==> config.mk <==
export PLATFORM = sky130hd
export DESIGN_NAME = instFetchPort
export DESIGN_NICKNAME = d
export VERILOG_FILES = /design/src/common/memPkg.sv /design/src/instFetchPort/instFetchPort.sv
export SDC_FILE = /design/constraint.sdc
export NUM_CORES = 1
export LEC_CHECK = 0
export BUFFER_PORTS_ARGS = -buffer_cell sky130_fd_sc_hd__buf_2
export CAP_MARGIN = 20
export CORE_UTILIZATION = 47
export DETAILED_ROUTE_END_ITERATION = 8
export GPL_ROUTABILITY_DRIVEN = 0
export PLACE_DENSITY = 0.81
export SETUP_SLACK_MARGIN = 0.2
export SLEW_MARGIN = 20
export SYNTH_ARGS = -nofsm -noshare
export SYNTH_HDL_FRONTEND = slang
export SYNTH_SLANG_ARGS = --single-unit
==> constraint.sdc <==
create_clock -name clk -period 2.9 [get_ports clk]
set_input_delay 0.435 -clock clk [delete_from_list [all_inputs] [get_ports clk]]
set_output_delay 0.435 -clock clk [all_outputs]
set_load 0.005 [all_outputs]
==> src/common/memPkg.sv <==
package memPkg;

    localparam int addrWidth    = 32;
    localparam int ramAddrWidth = 16;

    typedef logic [addrWidth-1:0] memAddr_t;
    typedef logic [31:0]          memWord_t;
    typedef logic [7:0]           memByte_t;
    typedef logic [1:0]           memLen_t;

    // access length codes, 2'b00 is never a legal length
    localparam memLen_t lenIll = 2'b00;
    localparam memLen_t len1   = 2'b01;
    localparam memLen_t len2   = 2'b10;
    localparam memLen_t len4   = 2'b11;

    // bus owner
    localparam logic [1:0] ownIdle  = 2'd0;
    localparam logic [1:0] ownFetch = 2'd1;
    localparam logic [1:0] ownData  = 2'd2;

    // four address steps, then the done step
    localparam logic [2:0] fetchLastStage = 3'd5;

    // control transfer opcodes seen by predecode
    localparam logic [6:0] opBranch = 7'b1100011;
    localparam logic [6:0] opJal    = 7'b1101111;
    localparam logic [6:0] opJalr   = 7'b1100111;

    // filled byte by byte from memory, read back as instruction fields
    typedef union packed {
        memByte_t [3:0] bytes;
        struct packed {
            logic [6:0] funct7;
            logic [4:0] rs2;
            logic [4:0] rs1;
            logic [2:0] funct3;
            logic [4:0] rd;
            logic [6:0] opcode;
        } fields;
    } instWord_u;

endpackage

==> src/instFetchPort/instFetchPort.sv <==
`timescale 1ns/10ps

module instFetchPort (
    input  logic              clk,
    input  logic              rst,
    input  logic              fetchStart,
    input  logic              step,
    input  memPkg::memAddr_t  fetchAddr,
    input  memPkg::memByte_t  ramRdData,
    output memPkg::memAddr_t  ramAddr,
    output logic              portLast,
    output logic              fetchDone,
    output memPkg::instWord_u fetchInst,
    output logic              bpEn,
    output memPkg::instWord_u bpInst
);
    import memPkg::*;

    logic [2:0] stage;
    logic [2:0] byteIdx;
    logic [2:0] rdIdx;
    memAddr_t   baseAddr;
    instWord_u  instBuf;
    instWord_u  instWord;
    logic       isCtrl;

    // address offset of the current stage
    assign byteIdx = stage - 3'd1;
    // byte returning from the previous stage
    assign rdIdx   = stage - 3'd2;

    assign ramAddr   = baseAddr + memAddr_t'(byteIdx[1:0]);
    assign portLast  = (stage == fetchLastStage);
    assign fetchDone = portLast && step;

    always_ff @(posedge clk) begin
        if (rst) begin
            stage <= 3'd0;
        end else if (step) begin
            if (fetchStart) begin
                stage <= 3'd1;
            end else if (portLast) begin
                stage <= 3'd0;
            end else if (stage != 3'd0) begin
                stage <= stage + 3'd1;
            end
        end
    end

    always_ff @(posedge clk) begin
        if (step) begin
            if (fetchStart) begin
                baseAddr <= fetchAddr;
            end
            if (stage >= 3'd2) begin
                instBuf.bytes[rdIdx[1:0]] <= ramRdData;
            end
        end
    end

    // top byte is still on the RAM output in the done cycle
    always_comb begin
        instWord          = instBuf;
        instWord.bytes[3] = ramRdData;
    end

    assign isCtrl = (instWord.fields.opcode == opBranch) ||
                    (instWord.fields.opcode == opJal) ||
                    (instWord.fields.opcode == opJalr);

    assign fetchInst = instWord;
    assign bpInst    = instWord;
    assign bpEn      = fetchDone && isCtrl;

    // arbiter only starts a fetch once the previous one has drained
    fetchStartIdle: assert property (
        @(posedge clk) disable iff (rst)
        fetchStart |-> stage == 3'd0
    );

endmodule

==> metrics <==
Initial Util 49.8%; Distinct cells, synth 40; site row count 28; gr usage total 19.9%; commonest non-fill, non-tap cell in the layout buf_2; insertion delay to the later sink of the worst-skew pair 0.33 ns; Final Hold Fails 0; Final nets 403; final wirelength 6720 um; CTS tree yes; max_cap viols 0; via/cell ratio 5.03; Worst Hold Class input port to flip-flop; largest net degree at the start of global routing 33; Iter 0 DRT Violations 118; first-pass GRT wire length 9570 um; fill cell count 471; clock-pin transition on the worst setup and hold timing paths 0.07 ns; Synth async-reset ratio 0%; Final WS setup 0.145 ns; Max VDD drop 0.295 mV; grt ovf 0; status finished, final reports clean; initial antenna violation count 0; crit path time final 2.75 ns; dpl hpwl 4810 um; number of synthesized flops with an enable pin 56; share of cells above drive strength 1 56.5%; Die X 81.9 um; Mapped Avg Cell Area 13.1 um2; die area 0.00671 mm2; post-route ant nets 0; Worst Path Arrival 2.32 ns; kind of end point of the critical path output port; buffers added on ports 142; vias in the first global route 2020; DP Worst Slack 0.250 ns; Finished Layout Cells 431; Synth Net Count 280; commonest non-fill, non-tap cells in the layout buf_2 (142), edfxtp_1 (56), xor2_1 (20); drt wl/cell 15.6 um; Top FF cell, synth edfxtp_1; slowest cell on the critical path dfxtp_2; IO Pins 143; setup violators final 0; htree depth 3; Max-slew headroom 69.5%; fmax 363 MHz; PwrDens 462 mW/mm2; clock buffer depth 2; Die Ht 81.9 um; unrepaired setup endpoints after global routing true; design area 0.00391 mm2; Worst Path Buf+Inv 5; setup_tns 0 ns; Max Slew Vio Count 0; Ys Warns 0; placed inst area 0.00348 mm2; family with the most delay on the worst path buffers and inverters; Leak 1.74 nW; critical path class flip-flop to output port; clock sink count 59; number of synthesized register bits 59; Crit Path Max Fanout 7; Mapped Cells 229; CTS Buf Count 9; worst slew pin tran 0.458 ns; Synth-to-Final Area Change 30.2%; cells along the critical path inv_2, ha_4, inv_4, ha_4, a21o_1, nand4_4, buf_12, buf_4, nor4_4, xor2_1, buf_2; register area share after synthesis 58.0%; Post-Place Cells 403; startpoint types flip-flop; Antenna Cells 0; most frequent CP cell ha_4; final worst path period share 95.0%; DRT Pass-1 Iters 5; clk root buf clkbuf_8; Placeable Area 0.00603 mm2; Pwr Total 1.81 mW; critical path's largest stage delay 0.34 ns; post-synth design cell area 0.00300 mm2; Clock Skew 0.00434 ns; routed via count 2168; # DRC 0; CP Data Required Time 2.47 ns
-- power by group --
group	switching (mW)	leakage [nW]	total, mW	internal, mW
Sequential	0.0355	0.541	1.01	0.972
Combinational	0.104	1.12	0.212	0.108
Clock	0.293	0.0784	0.586	0.293
-- metrics by stage --
step           util, %  hold slack [ns]
5_1_grt           64.9            0.249
6_report          64.9            0.271
2_1_floorplan        -            0.484
3_3_place_gp      57.8            0.506
4_1_cts           63.4            0.250
3_5_place_dp      57.8            0.528
-- synth_stat cells (2+ instances only) --
| cell | instances | area [um2] |
|---|---|---|
| nand4_1 | 5 | 31.3 |
| a21oi_1 | 2 | 10.0 |
| inv_1 | 9 | 33.8 |
| edfxtp_1 | 56 | 1680 |
| nor4_4 | 2 | 42.5 |
| dfxtp_1 | 3 | 60.1 |
| buf_4 | 40 | 300 |
| and4_1 | 3 | 26.3 |
| and2_1 | 2 | 12.5 |
| ha_1 | 6 | 75.1 |
| nand3_1 | 10 | 50.1 |
| and3_1 | 3 | 18.8 |
| o311a_1 | 2 | 20.0 |
| xor2_1 | 20 | 175 |
| nor4_1 | 4 | 25.0 |
| buf_6 | 2 | 22.5 |
| nand2_1 | 12 | 45.0 |
| or2_2 | 2 | 12.5 |
| a21o_1 | 2 | 15.0 |
| xnor2_1 | 10 | 87.6 |
| nor4_2 | 2 | 25.0 |
| nor3_1 | 10 | 50.1 |
| nor2_1 | 5 | 18.8 |
-- layer usage --
metal	track usage, %	vias to the layer above	routed length, um
li1	-	1033	-
met1	25.6	1040	2850
met3	5.67	12	322
met2	31.2	83	3430
met4	8.60	0	124
met5	0	-	0
-- kinds of logic after synthesis --
family	share of synthesized area (%)
flip-flops	58.0
AND/OR/NAND/NOR	15.1
adder cells (fa/ha/maj)	3.17
buffers and inverters	12.2
AO/OA/AOI/OAI	2.79
XOR/XNOR	8.75
-- sequential cells by signal (all words and copies together) (netlist names) --
register  flops
instBuf      24
baseAddr     32
stage         3
-- area by class of cell --
class                   count  area [um2]  area share (%)
clock buffers              10         128            3.27
clock inverters             5        21.3           0.544
inverters                   9        36.3           0.928
multi-input cells         117        1040            26.5
flip-flops and latches     59        1740            44.6
well taps                  75        93.8            2.40
repair buffers            156         850            21.7
-- timing repair --
item / in CTS / in global routing
buffers inserted: 8 / 4
pin swaps: 14 / 9
hold buffers: 0 / 0
endpoints found under the hold margin: 0 / 0
gates resized for setup: 20 / 13
setup endpoints to repair: 24 / 23
cloned: 1 / 0
-- path summary, 6_finish.rpt --
kind	endpoint	cells after the start	slack [ns]	startpoint
worst max-delay path	ramAddr[27]	11	0.15	stage[0]
worst min-delay path	baseAddr[21]	1	0.27	fetchAddr[21]
worst max register to register	instBuf[18]	4	1.36	stage[0]
worst min register to register	stage[0]	2	0.57	stage[0]
No activity file was read; power rests on OpenSTA's default activity.
