## config.mk

```make
export PLATFORM = sky130hd
export DESIGN_NAME = dataPort
export DESIGN_NICKNAME = d
export VERILOG_FILES = /design/src/common/memPkg.sv /design/src/dataPort/dataPort.sv
export SDC_FILE = /design/constraint.sdc
export NUM_CORES = 1
export LEC_CHECK = 0
export CORE_MARGIN = 2
export CORE_UTILIZATION = 53
export CTS_CLUSTER_SIZE = 12
export DETAILED_ROUTE_END_ITERATION = 12
export DONT_BUFFER_PORTS = 1
export PLACE_DENSITY_LB_ADDON = 0.1
export SLEW_MARGIN = 15
export SYNTH_ARGS = -nofsm -noshare
export SYNTH_HDL_FRONTEND = slang
export SYNTH_SLANG_ARGS = --single-unit
```

## constraint.sdc

```tcl
create_clock -name clk -period 5.22 [get_ports clk]
set_input_delay 0.261 -clock clk [delete_from_list [all_inputs] [get_ports clk]]
set_output_delay 0.261 -clock clk [all_outputs]
set_load 0.05 [all_outputs]
```

## src/common/memPkg.sv

```systemverilog
package memPkg;

    localparam int addrWidth    = 32;
    localparam int ramAddrWidth = 16;

    typedef logic [addrWidth-1:0] memAddr_t;
    typedef logic [31:0]          memWord_t;
    typedef logic [7:0]           memByte_t;
    typedef logic [1:0]           memLen_t;

    // access length codes, 2'b00 is never a legal length
    localparam memLen_t lenIll = 2'b00;
    localparam memLen_t len1   = 2'b01;
    localparam memLen_t len2   = 2'b10;
    localparam memLen_t len4   = 2'b11;

    // bus owner
    localparam logic [1:0] ownIdle  = 2'd0;
    localparam logic [1:0] ownFetch = 2'd1;
    localparam logic [1:0] ownData  = 2'd2;

    // four address steps, then the done step
    localparam logic [2:0] fetchLastStage = 3'd5;

    // control transfer opcodes seen by predecode
    localparam logic [6:0] opBranch = 7'b1100011;
    localparam logic [6:0] opJal    = 7'b1101111;
    localparam logic [6:0] opJalr   = 7'b1100111;

    // filled byte by byte from memory, read back as instruction fields
    typedef union packed {
        memByte_t [3:0] bytes;
        struct packed {
            logic [6:0] funct7;
            logic [4:0] rs2;
            logic [4:0] rs1;
            logic [2:0] funct3;
            logic [4:0] rd;
            logic [6:0] opcode;
        } fields;
    } instWord_u;

endpackage

```

## src/dataPort/dataPort.sv

```systemverilog
`timescale 1ns/10ps

module dataPort (
    input  logic             clk,
    input  logic             rst,
    input  logic             dataStart,
    input  logic             step,
    input  logic             dataStore,
    input  memPkg::memLen_t  dataLen,
    input  memPkg::memAddr_t dataAddr,
    input  memPkg::memWord_t dataWrData,
    input  memPkg::memByte_t ramRdData,
    output memPkg::memAddr_t ramAddr,
    output logic             ramWe,
    output memPkg::memByte_t ramWrData,
    output logic             portLast,
    output logic             dataDone,
    output memPkg::memWord_t dataRdData
);
    import memPkg::*;

    logic [2:0] stage;
    logic [2:0] nBytes;
    logic [2:0] byteIdx;
    logic [2:0] rdIdx;
    logic       active;
    logic       isStore;
    memAddr_t   baseAddr;
    memWord_t   wrBuf;
    memWord_t   rdBuf;

    function automatic logic [2:0] lenBytes(input memLen_t len);
        case (len)
            len1:    lenBytes = 3'd1;
            len2:    lenBytes = 3'd2;
            len4:    lenBytes = 3'd4;
            default: lenBytes = 3'd1;
        endcase
    endfunction

    assign active  = (stage != 3'd0);
    assign byteIdx = stage - 3'd1;
    assign rdIdx   = stage - 3'd2;

    // stores finish with the last write and loads one step later with the last byte
    assign portLast = active &&
                      (isStore ? (stage == nBytes) : (stage == nBytes + 3'd1));
    assign dataDone = portLast && step;

    assign ramAddr   = baseAddr + memAddr_t'(byteIdx[1:0]);
    assign ramWe     = isStore && active && step;
    assign ramWrData = wrBuf[8*byteIdx[1:0] +: 8];

    always_ff @(posedge clk) begin
        if (rst) begin
            stage <= 3'd0;
        end else if (step) begin
            if (dataStart) begin
                stage <= 3'd1;
            end else if (portLast) begin
                stage <= 3'd0;
            end else if (active) begin
                stage <= stage + 3'd1;
            end
        end
    end

    always_ff @(posedge clk) begin
        if (step) begin
            if (dataStart) begin
                baseAddr <= dataAddr;
                nBytes   <= lenBytes(dataLen);
                isStore  <= dataStore;
                wrBuf    <= dataWrData;
            end
            if (!isStore && stage >= 3'd2) begin
                rdBuf[8*rdIdx[1:0] +: 8] <= ramRdData;
            end
        end
    end

    // little endian with the last byte straight from the RAM and upper bytes zero
    always_comb begin
        dataRdData = '0;
        for (int i = 0; i < 4; i++) begin
            if (3'(i) + 3'd1 < nBytes) begin
                dataRdData[8*i +: 8] = rdBuf[8*i +: 8];
            end else if (3'(i) + 3'd1 == nBytes) begin
                dataRdData[8*i +: 8] = ramRdData;
            end
        end
    end

    lenLegal: assert property (
        @(posedge clk) disable iff (rst)
        dataStart && step |-> dataLen != lenIll
    );

endmodule

```

==> flow_summary.json <==
{
  "crit_arrival_ns": 3.53,
  "fill_cells": 685,
  "seqPwrFrac_pct": 54.0,
  "power.density_nw_per_um2": 296,
  "grt_pass1_wl_um": 15900,
  "startpoint_type": "flip-flop",
  "area_growth_pct": 22.9,
  "layout_commonest_cell": "edfxtp_1",
  "postSynthCellCount": 392,
  "end_kind": "output port",
  "diodes": 0,
  "dr.pass1.iters": 4,
  "synth_seq_area_share_pct": 61.5,
  "place.gp.congestion": 0.775,
  "ys_dominant_reg_cell": "edfxtp_1",
  "pin_count": 154,
  "power_frac_clock_pct": 25.0,
  "hold_class": "in -> reg",
  "vdd_drop_max_mv": 0.175,
  "track_usage_pct": 20.5,
  "fin_skew_ns": 0.00479,
  "yosysWarningCount": 0,
  "p_switching_uw": 568,
  "dieArea_um2": 10200,
  "async_flop_share_pct": 0,
  "grt-ovfl-total": 0,
  "finalSetupViolCount": 0,
  "p_leak_nw": 2.21,
  "synth_cell_types": 39,
  "finalHoldViolations": 0,
  "viasPerCell": 5.43,
  "clockBufferDepth": 2,
  "cts_root_buf": "clkbuf_8",
  "path_clk_slew_ns": 0.09,
  "avgSynthCellArea_um2": 12.7,
  "clk_latency_ns": 0.36,
  "wl_per_cell_um": 16.9,
  "drtIter0Drc": 135,
  "syn_area_um2": 4980,
  "grt_max_degree": 70,
  "tritoncts": "built",
  "final_cell_mix": "100 x edfxtp_1, 66 x dlygate4sd3_1, 62 x nand2_1",
  "yosys.area.top_type": "edfxtp_1",
  "yosysTopAreaCellShare_pct": 60.3,
  "fin_setup_tns_ns": 0,
  "rsz0062_at_grt": "no",
  "power_frac_comb_pct": 21.0,
  "status": "complete, no violations",
  "max_cap_viol_count": 0,
  "start_util_pct": 54.1,
  "multi_input_area_um2": 1820,
  "drc": 0,
  "row_count": 35,
  "ys_top_cells_by_area": "edfxtp_1 60%, and2_1 5.0%, nand2_1 4.7%",
  "path_class": "reg -> out",
  "min_period_over_period_pct": 72.6,
  "cp_max_fo": 12,
  "antenna_found_initial": 0,
  "worst_pin_slew_ns": 1.13,
  "synth-seq-cells": 103,
  "synth_edf_count": 100,
  "slew_headroom_pct": 24.0,
  "regArea_um2": 3060,
  "cts_resized": 0,
  "synth.net_count": 483,
  "die_w_um": 101,
  "p_int_mw": 1.25,
  "grt_pass1_vias": 3224,
  "numCtsBuffers": 9,
  "post_cts_buffers": 0,
  "hpwlAfterDp_um": 6840,
  "io_buffers": 0,
  "dpl_worst_slack_ns": 1.81,
  "cts.sinks": 103,
  "core_um2": 9200,
  "power.share.switching_pct": 31.3,
  "drive_gt1_share_pct": 13.5,
  "htreeDepth": 3,
  "timing.fmax_mhz": 264,
  "nets": 575,
  "wl_um": 10100,
  "finalMaxSlewViolations": 0,
  "required_ns": 4.96,
  "period_minus_slack_ns": 3.79,
  "setup_ws_ns": 1.43,
  "final_antenna_net_count": 0,
  "die_y_um": 101,
  "vias": 3255
}
## layer usage
metal / track usage, % / share of wire, % / routed length, um
met1: 26.5 / 42 / 4220
met3: 6.45 / 7.7 / 781
met5: 0 / 0 / 0
met4: 4.47 / 0.85 / 86
met2: 34.1 / 50 / 5050
## flip-flops by register name, indices dropped and copies added (netlist names)
signal    cells
stage         3
nBytes        3
isStore       1
wrBuf        32
rdBuf        32
baseAddr     32
## power groups by stage
stage          combinational [mW]  clock (mW)  sequential, mW
4_1_cts                     0.382       0.468           0.979
3_5_place_dp                0.342           0           0.999
5_1_grt                     0.404       0.500           0.986
6_report                    0.381       0.455           0.979
2_1_floorplan               0.290           0           0.987
3_3_place_gp                0.339           0           0.996
## area by class of cell
cell class	instances	share of cell area, %
Sequential cell	103	50.0
Multi-Input combinational cell	267	29.8
Timing Repair Buffer	97	14.6
Tap cell	111	2.27
Clock buffer	9	2.02
Clock inverter	7	0.940
Inverter	6	0.368
## critical path: stages (launching register included)
cell,delay (ns)
dfxtp_1,0.45
inv_1,0.12
ha_1,0.60
inv_1,0.20
ha_1,0.32
a21oi_1,0.10
nor4b_4,0.49
and3_1,0.39
nand3_2,0.11
xnor2_1,0.17
buf_4,0.22
## final timing paths
path	from	end	slack, ns	cells after the start
setup reg to reg	nBytes[0]	stage[1]	2.93	7
hold reg to reg	stage[2]	stage[2]	0.55	2
hold / removal	dataLen[1]	nBytes[0]	0.06	1
setup / recovery	stage[1]	ramAddr[25]	1.43	10
## logic make-up after synthesis
kind of cell	share of synthesized area [%]
adders and majority gates	3.17
buffers and inverters	1.91
AOI/OAI and AO/OA	5.63
DFF	61.5
xor gates and xnor gates	6.28
muxes	3.82
and+or+nand+nor	17.7
## repair_timing
item | CTS | global route
hold buffers | 66 | 0
endpoints found under the hold margin | 68 | 0
setup endpoints to repair | 0 | 0
## cells in the mapped netlist, types with 7 or more instances
master / n
mux4_2: 8
and2_1: 40
ha_1: 11
nor2_1: 7
edfxtp_1: 100
o21ai_0: 33
a21boi_0: 8
xnor2_1: 25
nand2_1: 62
clkbuf_1: 10
nand3_1: 16
xor2_1: 8
and3_1: 10
## stage by stage
stage	cell area (um^2)	hold WS (ns)	power [mW]	utilization [%]	instances
global route	6120	0.0593	1.89	66.6	600
detailed placement	5280	0.334	1.34	57.4	518
CTS	6120	0.0541	1.83	66.6	600
global placement	5280	0.334	1.33	57.4	518
floorplan	4980	0.330	1.28	-	392
finish	6120	0.0615	1.81	66.6	600
Note: power is estimated with default switching activity, not from simulation.
