File: config.mk
export PLATFORM = sky130hd
export DESIGN_NAME = busArbiter
export DESIGN_NICKNAME = d
export VERILOG_FILES = /design/src/common/memPkg.sv /design/src/verilog/busArbiter.sv
export SDC_FILE = /design/constraint.sdc
export NUM_CORES = 1
export LEC_CHECK = 0
export ABC_AREA = 1
export BUFFER_PORTS_ARGS = -buffer_cell sky130_fd_sc_hd__clkbuf_2
export CAP_MARGIN = 0
export CELL_PAD_IN_SITES_DETAIL_PLACEMENT = 1
export CELL_PAD_IN_SITES_GLOBAL_PLACEMENT = 1
export CORE_MARGIN = 1
export CORE_UTILIZATION = 28
export DETAILED_ROUTE_END_ITERATION = 6
export PLACE_DENSITY = 0.88
export SLEW_MARGIN = 25
export SYNTH_ARGS = -nofsm -noshare
export SYNTH_HDL_FRONTEND = slang
export SYNTH_SLANG_ARGS = --single-unit
File: constraint.sdc
create_clock -name clk -period 4.2 [get_ports clk]
set_clock_uncertainty 0.15 [all_clocks]
set_input_delay 0.84 -clock clk [delete_from_list [all_inputs] [get_ports clk]]
set_output_delay 0.84 -clock clk [all_outputs]
set_load 0.01 [all_outputs]
File: src/common/memPkg.sv
package memPkg;

    localparam int addrWidth    = 32;
    localparam int ramAddrWidth = 16;

    typedef logic [addrWidth-1:0] memAddr_t;
    typedef logic [31:0]          memWord_t;
    typedef logic [7:0]           memByte_t;
    typedef logic [1:0]           memLen_t;

    // access length codes, 2'b00 is never a legal length
    localparam memLen_t lenIll = 2'b00;
    localparam memLen_t len1   = 2'b01;
    localparam memLen_t len2   = 2'b10;
    localparam memLen_t len4   = 2'b11;

    // bus owner
    localparam logic [1:0] ownIdle  = 2'd0;
    localparam logic [1:0] ownFetch = 2'd1;
    localparam logic [1:0] ownData  = 2'd2;

    // four address steps, then the done step
    localparam logic [2:0] fetchLastStage = 3'd5;

    // control transfer opcodes seen by predecode
    localparam logic [6:0] opBranch = 7'b1100011;
    localparam logic [6:0] opJal    = 7'b1101111;
    localparam logic [6:0] opJalr   = 7'b1100111;

    // filled byte by byte from memory, read back as instruction fields
    typedef union packed {
        memByte_t [3:0] bytes;
        struct packed {
            logic [6:0] funct7;
            logic [4:0] rs2;
            logic [4:0] rs1;
            logic [2:0] funct3;
            logic [4:0] rd;
            logic [6:0] opcode;
        } fields;
    } instWord_u;

endpackage

File: src/verilog/busArbiter.sv
`timescale 1ns/10ps

module busArbiter (
    input  logic             clk,
    input  logic             rst,
    input  logic             rdy,
    input  logic             ioFull,
    input  logic             fetchEn,
    input  logic             dataEn,
    input  logic             fetchLast,
    input  logic             dataLast,
    input  memPkg::memAddr_t fetchRamAddr,
    input  memPkg::memAddr_t dataRamAddr,
    input  logic             dataRamWe,
    input  memPkg::memByte_t dataRamWrData,
    output logic             fetchStart,
    output logic             dataStart,
    output logic             step,
    output memPkg::memAddr_t ramAddr,
    output logic             ramWe,
    output memPkg::memByte_t ramWrData
);
    import memPkg::*;

    logic [1:0] owner;
    memAddr_t   ownerAddr;
    memAddr_t   holdAddr;

    assign step = rdy && !ioFull;

    // start pulse first, the owner follows on the next step
    always_ff @(posedge clk) begin
        if (rst) begin
            owner      <= ownIdle;
            fetchStart <= 1'b0;
            dataStart  <= 1'b0;
        end else if (step) begin
            fetchStart <= 1'b0;
            dataStart  <= 1'b0;
            case (owner)
                ownIdle: begin
                    if (dataStart) begin
                        owner <= ownData;
                    end else if (fetchStart) begin
                        owner <= ownFetch;
                    end else if (dataEn) begin
                        dataStart <= 1'b1;
                    end else if (fetchEn) begin
                        fetchStart <= 1'b1;
                    end
                end
                ownFetch: begin
                    if (fetchLast) begin
                        owner <= ownIdle;
                    end
                end
                ownData: begin
                    if (dataLast) begin
                        owner <= ownIdle;
                    end
                end
                default: begin
                    owner <= ownIdle;
                end
            endcase
        end
    end

    assign ownerAddr = (owner == ownData) ? dataRamAddr : fetchRamAddr;

    // while stalled the RAM keeps reading the last stepped address,
    // so the byte a port expects is still there when it resumes
    always_ff @(posedge clk) begin
        if (step) begin
            holdAddr <= ownerAddr;
        end
    end

    assign ramAddr   = step ? ownerAddr : holdAddr;
    assign ramWe     = (owner == ownData) && step && dataRamWe;
    assign ramWrData = dataRamWrData;

    startOneHot: assert property (
        @(posedge clk) disable iff (rst)
        !(fetchStart && dataStart)
    );

    startWhenIdle: assert property (
        @(posedge clk) disable iff (rst)
        (fetchStart || dataStart) |-> owner == ownIdle
    );

endmodule

==> summary.md <==
| Metric | Value |
|---|---|
| VDD IR-drop max | `around 0.12 mV` |
| Max frequency | `between 300 and 400 MHz` |
| DRT Wirelength | `4950 µm` |
| GRT overflow | `0` |
| Global Route Usage Sum | `between 15 and 20%` |
| Cts bufs inserted | `5` |
| Final TNS setup | `0 ns` |
| DRT Pass-1 Iters | `3` |
| Syn avg cell area | `7.37 µm²` |
| Routed Antenna Nets | `0` |
| Predominant post-synthesis flop cell | `dfxtp_1` |
| Worst min path class | `reg -> reg` |
| Most frequent cells in the layout | `108 x clkbuf_2, 43 x nand2_1, 36 x dfxtp_1, 35 x o21ai_0, 30 x o21ai_1` |
| Remaining DRCs | `0` |
| Max-slew headroom | `32.2%` |
| Crit path required time | `around 3.2 ns` |
| Final GP Congestion | `approximately 0.73` |
| Nets@finish | `399` |
| Crit-path max FO | `33` |
| Vias per inst | `4.55` |
| Vias | `1,779` |
| Endpoints failing hold | `0` |
| Die Y | `just under 80 µm` |
| Netlist cell types | `17` |
| Status | `finished, final reports clean` |
| 1st-iter DRT viols | `between 50 and 60` |
| RSZ-0062 raised after global routing | `no` |
| Cell Area, Synth | `1640 µm²` |
| Sequential area share after synthesis | `between 40% and 50%` |
| Leakage power | `approximately 1.1 nW` |
| Synth area leaders | `dfxtp_1 44%, o21ai_0 11%, nand2_1 9.8%` |
| Post-synth EDFFs | `0` |
| CP startpoint kind | `input pin` |
| P per Cell Area | `between 300 and 400 nW/µm²` |
| Row count | `27` |
| P&R area growth vs syn | `34.4%` |
| CTS root buf | `clkbuf_8` |
| Final Critical Period | `3.22 ns` |
| I/O pin count | `between 100 and 150` |
| Die Wd | `between 70 and 80 µm` |
| Kind of critical path | `in -> out` |
| Placed Instances | `around 380` |
| Met2 Use GR | `about a third` |
| Gate Count Post-Synth | `223` |
| Non-filler cells in the finished layout | `approximately 390` |
| Clk buf depth | `2` |
| R2r worst-path depth | `5` |
| Setup bufs post-CTS | `0` |
| Clk Latency, worst-skew pair | `0.28 ns` |
| Post-synth ARST share | `0%` |
| Worst EP arrival | `approximately 2.2 ns` |
| CTS Hold Bufs | `0` |
| Synthesis-stage register bit count | `36` |
| Worst-path clk slew | `approximately 0.070 ns` |
| Fin crit share | `76.6%` |
| Share of the synthesized area in the top cell type | `a little over two fifths` |
| First-pass GRT wire length | `8180 µm` |
| Busiest grt layer | `met2` |
| Layout cell share with drive strength beyond 1 | `40.8%` |
| Initial antenna violation count | `0` |
| Count of buffers from port buffering | `around 110` |
| Die ar. | `6180 µm²` |
| Max Cap Viol | `0` |
| Core box area | `~5600 µm²` |
| Clock sink count | `36` |
| Worst hold stages | `2` |
| CTS tree | `done` |
| Net count after synthesis | `approximately 300` |
| Largest net degree at the start of global routing | `39` |
| Max-slew violation total from the final report | `0` |
| Diodes inserted | `0` |
| Vias in the first global route | `1,907` |
| Final setup fails | `0` |
| Starting Density | `between 20% and 30%` |
| Utilization after layout | `approximately two fifths` |
| Total number of H-tree levels | `2` |
| Worst-margin pin slew | `~1 ns` |
| CP Capture Type | `output port` |
| Commonest non-fill, non-tap cell in the layout | `clkbuf_2` |
| Fillers | `~760` |
| Post-synth top area cell | `dfxtp_1` |
| Drt wl/cell | `12.6 µm` |
| Detail Placement HPWL | `3620 µm` |
| Ys Warns | `0` |
| Met1 usage in global routing | `17.1%` |
| CTS resizes | `0` |
| Global Route met3 Usage | `under 10%` |
path summary, 6_finish.rpt:
kind         slack (ns)           end    startpoint
max                0.98   ramAddr[20]           rdy
min                0.31  holdAddr[28]  holdAddr[28]
min reg2reg        0.31  holdAddr[28]  holdAddr[28]
max reg2reg        2.26  holdAddr[17]      owner[1]
critical path, stage by stage:
cell      delay [ns]
clkbuf_2        0.08
inv_1           0.05
nor2_2          0.04
inv_1           0.73
nand2_1         0.15
o21ai_1         0.17
clkbuf_2        0.16
power breakdown:
group          switching (mW)  leakage (nW)  internal [mW]
logic                   0.122         0.763         0.0860
clock network           0.115        0.0455          0.134
registers              0.0150         0.302          0.391
total                   0.252          1.11          0.611
state kept, by name (all words and copies together) (netlist names):
name,flops
dataStart,1
fetchStart,1
owner,2
holdAddr,32
synthesized netlist by cell type, types with 2 or more instances:
| library cell | n |
|---|---|
| a21oi_1 | 2 |
| nand2_1 | 43 |
| nand3_1 | 3 |
| dfxtp_1 | 36 |
| o21ai_1 | 30 |
| nor2_4 | 2 |
| buf_6 | 6 |
| nor2_2 | 11 |
| nor2_1 | 29 |
| o21ai_0 | 35 |
| clkbuf_1 | 4 |
| buf_4 | 10 |
| inv_1 | 8 |
logic make-up (layout without fill, tap and decap cells):
logic type / after synthesis / in the layout / share of synthesized area (%)
AND/OR/NAND/NOR: 89 / 89 / 23.4
AO/OA/AOI/OAI: 67 / 67 / 20.4
flip-flops: 36 / 36 / 43.9
buffers and inverters: 31 / 127 / 12.3
per-layer routing:
metal	share of wire, %	vias up
met5	0	-
met4	1.6	0
met3	6.2	8
met2	51	65
met1	41	799
li1	-	907
metrics by stage:
| stage | total power, mW | setup slack, ns | hold WS, ns | area, µm² |
|---|---|---|---|---|
| floorplan | 0.537 | 1.64 | 0.351 | 1640 |
| detailed placement | 0.626 | 0.954 | 0.308 | 2120 |
| finish | 0.863 | 0.985 | 0.315 | 2210 |
| global placement | 0.616 | 1.06 | 0.300 | 2120 |
| global route | 0.915 | 0.843 | 0.340 | 2210 |
| CTS | 0.879 | 0.949 | 0.319 | 2210 |
final cells by class:
type	count	area, µm²	area share (%)
clock buffer	8	90.1	4.08
tap	72	90.1	4.08
sequential	36	721	32.6
inverter	10	40.0	1.81
multi-input combinational	156	719	32.6
timing repair buffer	109	548	24.8
(Power assumes the default switching activity.)
